## src/sd_pkg.sv

```systemverilog
//####################################################################
// shared definitions for the sd host controller front end
// width typedefs, wishbone register offsets and cmd error codes
// cmd engine state encoding, sck/request/response/status structs
//####################################################################
package sd_pkg;

    typedef logic [7:0]  wb_addr_t;     // wishbone byte address
    typedef logic [31:0] wb_data_t;     // wishbone data word
    typedef logic [5:0]  sd_cmd_idx_t;  // command index
    typedef logic [31:0] sd_arg_t;      // cmd argument / resp payload
    typedef logic [6:0]  sd_crc7_t;     // crc7 over 40 frame bits
    typedef logic [3:0]  sd_err_t;      // cmd error code

    localparam sd_err_t SD_ERR_NONE    = 4'd0;
    localparam sd_err_t SD_ERR_TIMEOUT = 4'd1;  // no start bit within watchdog
    localparam sd_err_t SD_ERR_CRC     = 4'd2;
    localparam sd_err_t SD_ERR_STOP    = 4'd3;  // end bit sampled as 0

    typedef enum logic [3:0] {
        CMD_IDLE      = 4'd0,
        CMD_TX        = 4'd1,
        CMD_WAIT_RESP = 4'd2,
        CMD_RX        = 4'd3,
        CMD_DONE      = 4'd4
    } sd_cmd_state_e;

    localparam wb_addr_t REG_SCKDIV    = 8'h00;  // rw {data div, ident div}
    localparam wb_addr_t REG_CONTROL   = 8'h04;  // rw enable/clear/ident, ro pins
    localparam wb_addr_t REG_WATCHDOG  = 8'h08;  // rw
    localparam wb_addr_t REG_CMD_ARG   = 8'h0C;  // rw
    localparam wb_addr_t REG_STATUS    = 8'h10;  // ro
    localparam wb_addr_t REG_LAST_RESP = 8'h14;  // ro
    localparam wb_addr_t REG_RESP_ARG  = 8'h18;  // ro
    localparam wb_addr_t REG_CMD_START = 8'h1C;  // wo, index in [5:0]

    typedef struct packed {
        logic level;    // sd clock level
        logic pos_stb;  // one cycle before rising edge
        logic neg_stb;  // one cycle before falling edge
    } sd_sck_t;

    typedef struct packed {
        logic        start;
        sd_cmd_idx_t idx;
        sd_arg_t     arg;
    } sd_cmd_req_t;

    typedef struct packed {
        logic        done;
        sd_cmd_idx_t idx;
        sd_arg_t     arg;
        sd_crc7_t    crc_rx;
        sd_crc7_t    crc_calc;
    } sd_cmd_resp_t;

    typedef struct packed {
        sd_cmd_state_e state;
        sd_err_t       err;
        logic          busy;
    } sd_cmd_stat_t;

endpackage

```

## src/sd_regs.sv

```systemverilog
//####################################################################
// wishbone classic register slave of the sd host controller
// sd clock scaler with edge strobes, cmd start request,
// capture of the last request index and response for debug reads
//####################################################################
`timescale 1ns/1ps

module sd_regs import sd_pkg::*; #(
    parameter logic [15:0] WDOG_RESET    = 16'h0400,  // watchdog reset value
    parameter logic [7:0]  SCK_DIV_RESET = 8'd4       // data scaler reset value
) (
    input  logic         i_clk,
    input  logic         i_nrst,
    input  logic         i_wb_cyc,
    input  logic         i_wb_stb,
    input  logic         i_wb_we,
    input  wb_addr_t     i_wb_adr,
    input  wb_data_t     i_wb_dat,
    input  logic         i_sd_cmd,      // live cmd pin
    input  logic [3:0]   i_sd_dat,      // live dat pins
    input  sd_cmd_resp_t i_resp,
    input  sd_cmd_stat_t i_stat,
    output logic         o_wb_ack,
    output wb_data_t     o_wb_dat,
    output sd_sck_t      o_sck,
    output sd_cmd_req_t  o_req,
    output logic [15:0]  o_watchdog,
    output logic         o_clear_err
);

    localparam logic [23:0] IDENT_DIV_RESET = 24'd124;  // ~400 khz at 100 mhz

    logic         wb_sel;        // first cycle of a bus access
    logic         wb_wr;
    wb_data_t     rd_word;
    logic         ack_q;
    wb_data_t     rdat_q;
    logic         sclk_ena;
    logic         ident_sel;     // 1: ident scaler drives sck
    logic         clear_q;
    logic [7:0]   div_data;
    logic [23:0]  div_ident;
    logic [23:0]  scaler_cnt;
    logic [23:0]  scaler_cmp;
    logic         scaler_hit;
    logic         sck_level;
    logic [15:0]  wdog;
    sd_arg_t      cmd_arg;
    logic         start_q;
    sd_cmd_idx_t  last_req_idx;  // also the index of the running command
    sd_cmd_resp_t last_resp;

    assign wb_sel = i_wb_cyc & i_wb_stb & ~ack_q;  // ack cycle never restarts
    assign wb_wr  = wb_sel & i_wb_we;

    assign scaler_cmp = ident_sel ? div_ident : {16'd0, div_data};
    assign scaler_hit = sclk_ena & (scaler_cnt == scaler_cmp);

    always_comb begin
        rd_word = '0;  // unmapped and write-only offsets read zero
        case (i_wb_adr)
            REG_SCKDIV: begin
                rd_word = {div_data, div_ident};
            end
            REG_CONTROL: begin
                rd_word[0]   = sclk_ena;
                rd_word[2]   = ident_sel;
                rd_word[7:4] = i_sd_dat;
                rd_word[8]   = i_sd_cmd;
            end
            REG_WATCHDOG: begin
                rd_word[15:0] = wdog;
            end
            REG_CMD_ARG: begin
                rd_word = cmd_arg;
            end
            REG_STATUS: begin
                rd_word[3:0] = i_stat.err;
                rd_word[7:4] = i_stat.state;
                rd_word[8]   = i_stat.busy;
            end
            REG_LAST_RESP: begin
                rd_word[5:0]   = last_req_idx;
                rd_word[13:8]  = last_resp.idx;
                rd_word[22:16] = last_resp.crc_rx;
                rd_word[30:24] = last_resp.crc_calc;
            end
            REG_RESP_ARG: begin
                rd_word = last_resp.arg;
            end
            default: begin
                rd_word = '0;
            end
        endcase
    end

    always_ff @(posedge i_clk or negedge i_nrst) begin
        if (!i_nrst) begin
            ack_q <= 1'b0;
        end else begin
            ack_q <= wb_sel;  // exactly one cycle per access
        end
    end

    always_ff @(posedge i_clk) begin
        if (wb_sel) begin
            rdat_q <= rd_word;  // sampled with the ack
        end
    end

    always_ff @(posedge i_clk or negedge i_nrst) begin
        if (!i_nrst) begin
            sclk_ena     <= 1'b0;
            ident_sel    <= 1'b0;
            clear_q      <= 1'b0;
            div_data     <= SCK_DIV_RESET;
            div_ident    <= IDENT_DIV_RESET;
            wdog         <= WDOG_RESET;
            cmd_arg      <= '0;
            start_q      <= 1'b0;
            last_req_idx <= '0;
        end else begin
            clear_q <= wb_wr & (i_wb_adr == REG_CONTROL) & i_wb_dat[1];
            start_q <= 1'b0;
            if (wb_wr) begin
                case (i_wb_adr)
                    REG_SCKDIV: begin
                        div_data  <= i_wb_dat[31:24];
                        div_ident <= i_wb_dat[23:0];
                    end
                    REG_CONTROL: begin
                        sclk_ena  <= i_wb_dat[0];
                        ident_sel <= i_wb_dat[2];
                    end
                    REG_WATCHDOG: wdog <= i_wb_dat[15:0];
                    REG_CMD_ARG:  cmd_arg <= i_wb_dat;
                    REG_CMD_START: begin
                        if (!i_stat.busy && !start_q) begin  // drop start while busy
                            start_q      <= 1'b1;
                            last_req_idx <= i_wb_dat[5:0];
                        end
                    end
                    default: begin
                    end
                endcase
            end
        end
    end

    // sd clock scaler, count restarts on hit or on a divider write
    always_ff @(posedge i_clk or negedge i_nrst) begin
        if (!i_nrst) begin
            scaler_cnt <= '0;
            sck_level  <= 1'b0;
        end else begin
            if (wb_wr && (i_wb_adr == REG_SCKDIV)) begin
                scaler_cnt <= '0;
            end else if (scaler_hit) begin
                scaler_cnt <= '0;
            end else if (sclk_ena) begin
                scaler_cnt <= scaler_cnt + 24'd1;
            end
            if (scaler_hit) begin
                sck_level <= ~sck_level;
            end
        end
    end

    always_ff @(posedge i_clk) begin
        if (i_resp.done) begin
            last_resp <= i_resp;  // debug copy of the finished response
        end
    end

    assign o_wb_ack      = ack_q;
    assign o_wb_dat      = rdat_q;
    assign o_sck.level   = sck_level;
    assign o_sck.pos_stb = scaler_hit & ~sck_level;  // level is about to rise
    assign o_sck.neg_stb = scaler_hit & sck_level;
    assign o_req.start   = start_q;
    assign o_req.idx     = last_req_idx;
    assign o_req.arg     = cmd_arg;
    assign o_watchdog    = wdog;
    assign o_clear_err   = clear_q;

endmodule

```

## src/sd_cmd_ctrl.sv

```systemverilog
//####################################################################
// sd cmd line engine
// sends a 48-bit command frame with crc7 on sck falling edges,
// waits for the response start bit under a watchdog, then samples
// and checks a 48-bit r1 response; keeps a sticky error code
//####################################################################
`timescale 1ns/1ps

module sd_cmd_ctrl import sd_pkg::*; (
    input  logic         i_clk,
    input  logic         i_nrst,
    input  sd_sck_t      i_sck,
    input  sd_cmd_req_t  i_req,
    input  logic [15:0]  i_watchdog,   // sck periods to wait for a response
    input  logic         i_clear_err,
    input  logic         i_sd_cmd,
    output logic         o_sd_cmd,
    output logic         o_sd_cmd_oe,
    output sd_cmd_resp_t o_resp,
    output sd_cmd_stat_t o_stat
);

    sd_cmd_state_e state;
    logic [47:0]   shreg;      // tx frame out of [47], rx bits into [0]
    logic [5:0]    bit_cnt;
    sd_crc7_t      crc;
    logic [15:0]   wdog_cnt;
    logic          tmo;        // watchdog expired for this command
    sd_err_t       err;        // sticky until cleared
    logic          cmd_q;
    logic          oe_q;
    logic          tx_in_crc;
    logic          tx_bit;
    sd_err_t       result;

    // serial crc7, polynomial x^7 + x^3 + 1
    function automatic sd_crc7_t crc7_step(sd_crc7_t c, logic b);
        logic fb;
        fb = b ^ c[6];
        return {c[5:0], 1'b0} ^ (fb ? 7'h09 : 7'h00);
    endfunction

    assign tx_in_crc = (bit_cnt >= 6'd40) && (bit_cnt < 6'd47);
    assign tx_bit    = tx_in_crc ? crc[6] : shreg[47];  // crc shifted out msb first

    always_comb begin
        if (tmo) begin
            result = SD_ERR_TIMEOUT;
        end else if (shreg[7:1] != crc) begin
            result = SD_ERR_CRC;
        end else if (!shreg[0]) begin
            result = SD_ERR_STOP;
        end else begin
            result = SD_ERR_NONE;
        end
    end

    always_ff @(posedge i_clk or negedge i_nrst) begin
        if (!i_nrst) begin
            state    <= CMD_IDLE;
            shreg    <= '0;
            bit_cnt  <= '0;
            crc      <= '0;
            wdog_cnt <= '0;
            tmo      <= 1'b0;
            err      <= SD_ERR_NONE;
            cmd_q    <= 1'b1;
            oe_q     <= 1'b0;
        end else begin
            if (i_clear_err) begin
                err <= SD_ERR_NONE;
            end
            case (state)
                CMD_IDLE: begin
                    if (i_req.start) begin
                        // start 0, transmitter 1, index, arg, crc slot, end 1
                        shreg   <= {2'b01, i_req.idx, i_req.arg, 7'd0, 1'b1};
                        bit_cnt <= '0;
                        crc     <= '0;
                        tmo     <= 1'b0;
                        state   <= CMD_TX;
                    end
                end
                CMD_TX: begin
                    if (i_sck.neg_stb) begin
                        if (bit_cnt == 6'd48) begin
                            oe_q     <= 1'b0;  // release line after end bit
                            cmd_q    <= 1'b1;
                            wdog_cnt <= '0;
                            state    <= CMD_WAIT_RESP;
                        end else begin
                            oe_q    <= 1'b1;
                            cmd_q   <= tx_bit;
                            shreg   <= {shreg[46:0], 1'b0};
                            bit_cnt <= bit_cnt + 6'd1;
                            if (bit_cnt < 6'd40) begin
                                crc <= crc7_step(crc, tx_bit);
                            end else if (tx_in_crc) begin
                                crc <= {crc[5:0], 1'b0};
                            end
                        end
                    end
                end
                CMD_WAIT_RESP: begin
                    if (i_sck.pos_stb) begin
                        if (!i_sd_cmd) begin
                            shreg   <= {shreg[46:0], 1'b0};  // start bit
                            crc     <= '0;                   // crc of a single 0 bit
                            bit_cnt <= 6'd1;
                            state   <= CMD_RX;
                        end else if (wdog_cnt == i_watchdog) begin
                            tmo   <= 1'b1;
                            state <= CMD_DONE;
                        end else begin
                            wdog_cnt <= wdog_cnt + 16'd1;
                        end
                    end
                end
                CMD_RX: begin
                    if (i_sck.pos_stb) begin
                        shreg   <= {shreg[46:0], i_sd_cmd};
                        bit_cnt <= bit_cnt + 6'd1;
                        if (bit_cnt < 6'd40) begin
                            crc <= crc7_step(crc, i_sd_cmd);
                        end
                        if (bit_cnt == 6'd47) begin  // end bit sampled
                            state <= CMD_DONE;
                        end
                    end
                end
                CMD_DONE: begin
                    if (result != SD_ERR_NONE) begin
                        err <= result;  // a new error wins over a same-cycle clear
                    end
                    state <= CMD_IDLE;
                end
                default: state <= CMD_IDLE;
            endcase
        end
    end

    assign o_sd_cmd        = cmd_q;
    assign o_sd_cmd_oe     = oe_q;
    assign o_resp.done     = (state == CMD_DONE);
    assign o_resp.idx      = shreg[45:40];
    assign o_resp.arg      = shreg[39:8];
    assign o_resp.crc_rx   = shreg[7:1];
    assign o_resp.crc_calc = crc;
    assign o_stat.state    = state;
    assign o_stat.err      = err;
    assign o_stat.busy     = (state != CMD_IDLE);

endmodule

```

## src/sd_ctrl_top.sv

```systemverilog
//####################################################################
// sd host controller front end top level
// wishbone register block plus cmd line engine
//####################################################################
`timescale 1ns/1ps

module sd_ctrl_top import sd_pkg::*; #(
    parameter logic [15:0] WDOG_RESET    = 16'h0400,
    parameter logic [7:0]  SCK_DIV_RESET = 8'd4
) (
    input  logic       i_clk,
    input  logic       i_nrst,
    input  logic       i_wb_cyc,
    input  logic       i_wb_stb,
    input  logic       i_wb_we,
    input  wb_addr_t   i_wb_adr,
    input  wb_data_t   i_wb_dat,
    output logic       o_wb_ack,
    output wb_data_t   o_wb_dat,
    input  logic       i_sd_cmd,
    input  logic [3:0] i_sd_dat,
    output logic       o_sd_clk,
    output logic       o_sd_cmd,
    output logic       o_sd_cmd_oe   // 1: host drives cmd
);

    sd_sck_t      sck;
    sd_cmd_req_t  cmd_req;
    sd_cmd_resp_t cmd_resp;
    sd_cmd_stat_t cmd_stat;
    logic [15:0]  watchdog;
    logic         clear_err;

    sd_regs #(
        .WDOG_RESET    (WDOG_RESET),
        .SCK_DIV_RESET (SCK_DIV_RESET)
    ) u_regs (
        .i_clk       (i_clk),
        .i_nrst      (i_nrst),
        .i_wb_cyc    (i_wb_cyc),
        .i_wb_stb    (i_wb_stb),
        .i_wb_we     (i_wb_we),
        .i_wb_adr    (i_wb_adr),
        .i_wb_dat    (i_wb_dat),
        .i_sd_cmd    (i_sd_cmd),
        .i_sd_dat    (i_sd_dat),
        .i_resp      (cmd_resp),
        .i_stat      (cmd_stat),
        .o_wb_ack    (o_wb_ack),
        .o_wb_dat    (o_wb_dat),
        .o_sck       (sck),
        .o_req       (cmd_req),
        .o_watchdog  (watchdog),
        .o_clear_err (clear_err)
    );

    sd_cmd_ctrl u_cmd (
        .i_clk       (i_clk),
        .i_nrst      (i_nrst),
        .i_sck       (sck),
        .i_req       (cmd_req),
        .i_watchdog  (watchdog),
        .i_clear_err (clear_err),
        .i_sd_cmd    (i_sd_cmd),
        .o_sd_cmd    (o_sd_cmd),
        .o_sd_cmd_oe (o_sd_cmd_oe),
        .o_resp      (cmd_resp),
        .o_stat      (cmd_stat)
    );

    assign o_sd_clk = sck.level;  // scaler level goes straight to the pad

endmodule

```

## config.mk

```make
export PLATFORM = sky130hd
export DESIGN_NAME = sd_ctrl_top
export DESIGN_NICKNAME = d
export VERILOG_FILES = /design/src/sd_pkg.sv /design/src/sd_regs.sv /design/src/sd_cmd_ctrl.sv /design/src/sd_ctrl_top.sv
export SDC_FILE = /design/constraint.sdc
export NUM_CORES = 1
export LEC_CHECK = 0
export ABC_AREA = 1
export BUFFER_PORTS_ARGS = -buffer_cell sky130_fd_sc_hd__buf_4
export CAP_MARGIN = 5
export CORE_MARGIN = 5
export CORE_UTILIZATION = 45
export CTS_BUF_LIST = sky130_fd_sc_hd__clkbuf_16
export CTS_CLUSTER_DIAMETER = 100
export DETAILED_ROUTE_END_ITERATION = 7
export HOLD_SLACK_MARGIN = 0.1
export PLACE_DENSITY = 0.73
export SYNTH_ARGS = -nofsm -noshare
export SYNTH_HDL_FRONTEND = slang
export SYNTH_HIERARCHICAL = 1
export SYNTH_SLANG_ARGS = --single-unit
export TNS_END_PERCENT = 1
```

## constraint.sdc

```tcl
create_clock -name i_clk -period 7.4 [get_ports i_clk]
set_input_delay 1.11 -clock i_clk [delete_from_list [all_inputs] [get_ports i_clk]]
set_output_delay 1.11 -clock i_clk [all_outputs]
set_load 0.02 [all_outputs]
```

==> flow_summary.yaml <==
finish:
  area_growth_pct: 10.6
  layout.cells.most_common_list: "nand2_1 (647), inv_1 (204), dfrtp_1 (195)"
  multiInputGateArea_mm2: 0.00562
  antenna_cells_inserted: 0
  drive_gt1_frac: 0.104
  register_area_mm2: 0.00761
  layout_fillers: 3012
  final_common_cell: "nand2_1"
  postLayoutCoreUtil: 0.502
  final_net_count: 1909
synthesis:
  synth_nets: 1892
  postSynthCellCount: 1838
  synthesis.yosys.warnings: 6
  ys_types: 42
  postSynthAreaPerCell_um2: 8.00
  synth_area_leader_cell: "dfrtp_1"
  netlist_area_mm2: 0.0147
  synthTopCellsByArea: "dfrtp_1 (33%), edfxtp_1 (17%), nand2_1 (17%)"
  netlist.area_leader.share: 0.332
  ys_seq_area_frac: 0.518
  ff_latch_count_synth: 287
grt:
  globalRoute.totalOverflow: 0
  global_route.usage.total: 0.217
  vias_in_the_first_global_route: 11700
  antenna_found_initial: 0
  largest_net_degree_at_the_start_of_global_routing: 97
  grt_pass1_wl_um: 63500
hold_path:
  min_to: "u_regs/last_resp[20]"
  min_delay_path_depth: 0
  start_point_of_the_worst_min_delay_path: "u_cmd/shreg[14]"
  hold_crit_class: "reg -> reg"
timing:
  grt_setup_unrepaired: "false"
  setup_viol_count_final: 0
  timing.final.max_slew_violations: 0
  count_of_final_hold_check_violations: 0
  clock_skew_ps: 25.8
  max_transition_margin: 0.263
  totalNegativeSetupSlack_ps: 0
  fmax_mhz: 223
  timing.final.crit_period_ps: 4490
  timing.final.crit_share: 0.606
  tightest_slew_ps: 1110
run_status:
  result_of_the_run: "finished clean"
critical_path:
  regToRegEndpoint: "u_cmd/shreg[24]"
  r2r_start: "u_regs/ident_sel"
  rr_worst_depth: 19
  crit_end_category: "flip-flop"
  timing.critical_path.from_type: "flip-flop"
  timing.critical_path.fanout_max: 56
  timing.critical_path.arrival_ps: 4970
  worstSetupPathType: "reg -> reg"
  ff2ff_setup_slack_ps: 2910
  worst_ep_required_time_ps: 7880
routing:
  detail_route.iter0.violations: 1202
  wl_per_cell_um: 17.1
  post_drt_via_cell_ratio: 5.27
  antenna_left: 0
  drc: 0
  via_count: 12200
  drt_first_pass_iters: 6
  postRouteWirelength_um: 39700
pwr:
  comb_power_share: 0.228
  pwr_density_cell_mw_per_mm2: 277
  share_clk_of_total_power: 0.331
  share_seq_of_total_power: 0.441
  power_switching_share: 0.343
  power.static_leakage_nw: 7.40
  total_switching_power_mw: 1.55
  cellInternalPower_mw: 2.96
  ir_drop_worst_case_vdd_v: 0.000194
floorplan:
  coreArea_mm2: 0.0324
  placementRows: 66
  die-area_mm2: 0.0364
  top_level_ports: 86
  initial_cell_density_of_the_core: 0.454
  die_h_um: 191
  die_x_um: 191
run:
  maxCapViolations: 0
clock_network:
  clock_insertion_delay_worst_skew_ps: 570
  post_cts.repair.setup_buffers: 0
  clockRootBuffer: "clkbuf_16"
  cts_sinks: 287
  tritoncts: "built"
  clk_path_buf_depth: 3
  ctsHtreeMaxLevel: 1
  post_cts_hold_buffer_count: 0
  cts_inserted_buffers: 31
  path_clk_slew_ps: 60
  cts-resized-gates: 0
placed_design:
  dpl.hpwl_um: 28100
  io_buffers: 85
  globalplace.congestion: 0.905
[sequential cells by signal (all words and copies together) (netlist names)]
register / flops
u_regs/last_resp: 52
u_cmd/wdog_cnt: 16
u_cmd/state: 3
u_regs/div_ident: 24
u_cmd/crc: 7
u_regs/o_wb_dat: 32
u_cmd/tmo: 1
u_regs/cmd_arg: 32
u_cmd/o_sd_cmd_oe: 1
u_regs/ident_sel: 1
u_regs/sck_level: 1
u_regs/last_req_idx: 6
u_cmd/o_sd_cmd: 1
u_cmd/bit_cnt: 6
u_regs/scaler_cnt: 24
u_cmd/err: 4
u_regs/o_clear_err: 1
u_regs/o_wb_ack: 1
u_cmd/shreg: 48
u_regs/sclk_ena: 1
u_regs/o_watchdog: 16
u_regs/start_q: 1
u_regs/div_data: 8
[synthesized netlist by cell type]
master,number
o21ai_0,174
conb_1,1
nor2_2,7
ha_1,4
buf_2,11
o2111a_1,1
nor3_1,20
nand3b_1,5
nand3_1,92
dfrtp_1,195
o211ai_1,3
nand2_1,648
nor2_1,133
buf_6,14
a31oi_1,2
clkinv_1,3
o21ai_2,20
nor3_4,1
o2111ai_1,1
dfstp_2,8
inv_1,194
nand2_2,6
a21oi_1,29
o21ai_1,3
nand4_1,43
a221oi_1,1
o22ai_1,1
nor2_4,2
edfxtp_1,84
buf_1,2
inv_2,5
nor3b_1,1
nand3_4,1
clkbuf_1,34
a22o_1,5
xnor2_1,1
nand2_4,1
buf_4,49
clkbuf_2,2
or2_2,1
nor4_1,2
xor2_1,28
[layout make-up]
class,count,area share
clock buffer,31,0.0477
clock inverter,27,0.0128
inverter,202,0.0467
multi-input combinational,1237,0.346
sequential,287,0.468
tap,442,0.0340
timing repair buffer,96,0.0447
[per-stage QoR]
stage          hold slack, ps  power (mW)  setup slack (ps)  cell area, um^2  cells
3_3_place_gp              428        2.99              3110            15300   2264
3_5_place_dp              431        3.03              2950            15300   2264
6_report                  444        4.51              2910            16300   2322
4_1_cts                   447        4.52              2900            16300   2322
5_1_grt                   458        4.73              2490            16300   2322
2_1_floorplan             422        2.92              2330            14700   1838
[logic make-up (layout without fill, tap and decap cells)]
kind of cell             Yosys count  count (layout)  share of synthesized area
flip-flops                       287             287                      0.518
XOR/XNOR                          29              29                     0.0173
AO/OA/AOI/OAI                    240             240                     0.0898
AND/OR/NAND/NOR                  963             963                      0.270
adder cells (fa/ha/maj)            4               4                    0.00341
buffers and inverters            314             356                      0.101
other                              1               1                   0.000255
[worst max path at each step]
stage                     startpoint         endpoint  cells after the start  slack, ps
detailed placement  u_regs/ident_sel  u_cmd/shreg[33]                     18       2950
floorplan             u_cmd/state[1]     u_cmd/err[1]                      4       2330
global route        u_regs/ident_sel  u_cmd/shreg[32]                     19       2490
global placement    u_regs/ident_sel  u_cmd/shreg[30]                     18       3110
finish              u_regs/ident_sel  u_cmd/shreg[24]                     19       2910
CTS                 u_regs/ident_sel  u_cmd/shreg[24]                     19       2900
[worst max-delay path: stages, from the launching register on]
cell and delay (ps):
dfrtp_1 1070, inv_2 230, nand2_1 160, nand2_1 60, nand2_1 80, nand2_1 50
nor2_1 100, nand2_1 70, nor2_2 140, nand3_4 250, nor2_1 220, inv_1 100
nand2_1 90, nand2_1 50, nor2_1 170, nand2_4 120, inv_2 480, buf_4 650
nand2_1 170, o21ai_2 100
[routing by layer]
metal  share of wire  vias up  GRT usage
met1            0.43     5806      0.311
met3           0.074       68     0.0284
li1                -     5860          -
met4           0.028        0     0.0605
met2            0.47      503      0.349
met5               0        -          0
[power by group through the flow]
stage               clock [mW]  sequential, mW  combinational [mW]
floorplan                    0            1.98               0.936
global placement             0            2.01               0.987
CTS                       1.52            1.99                1.02
detailed placement           0            2.01                1.01
global route              1.58            2.01                1.14
finish                    1.49            1.99                1.03
No activity file was read; power rests on OpenSTA's default activity.
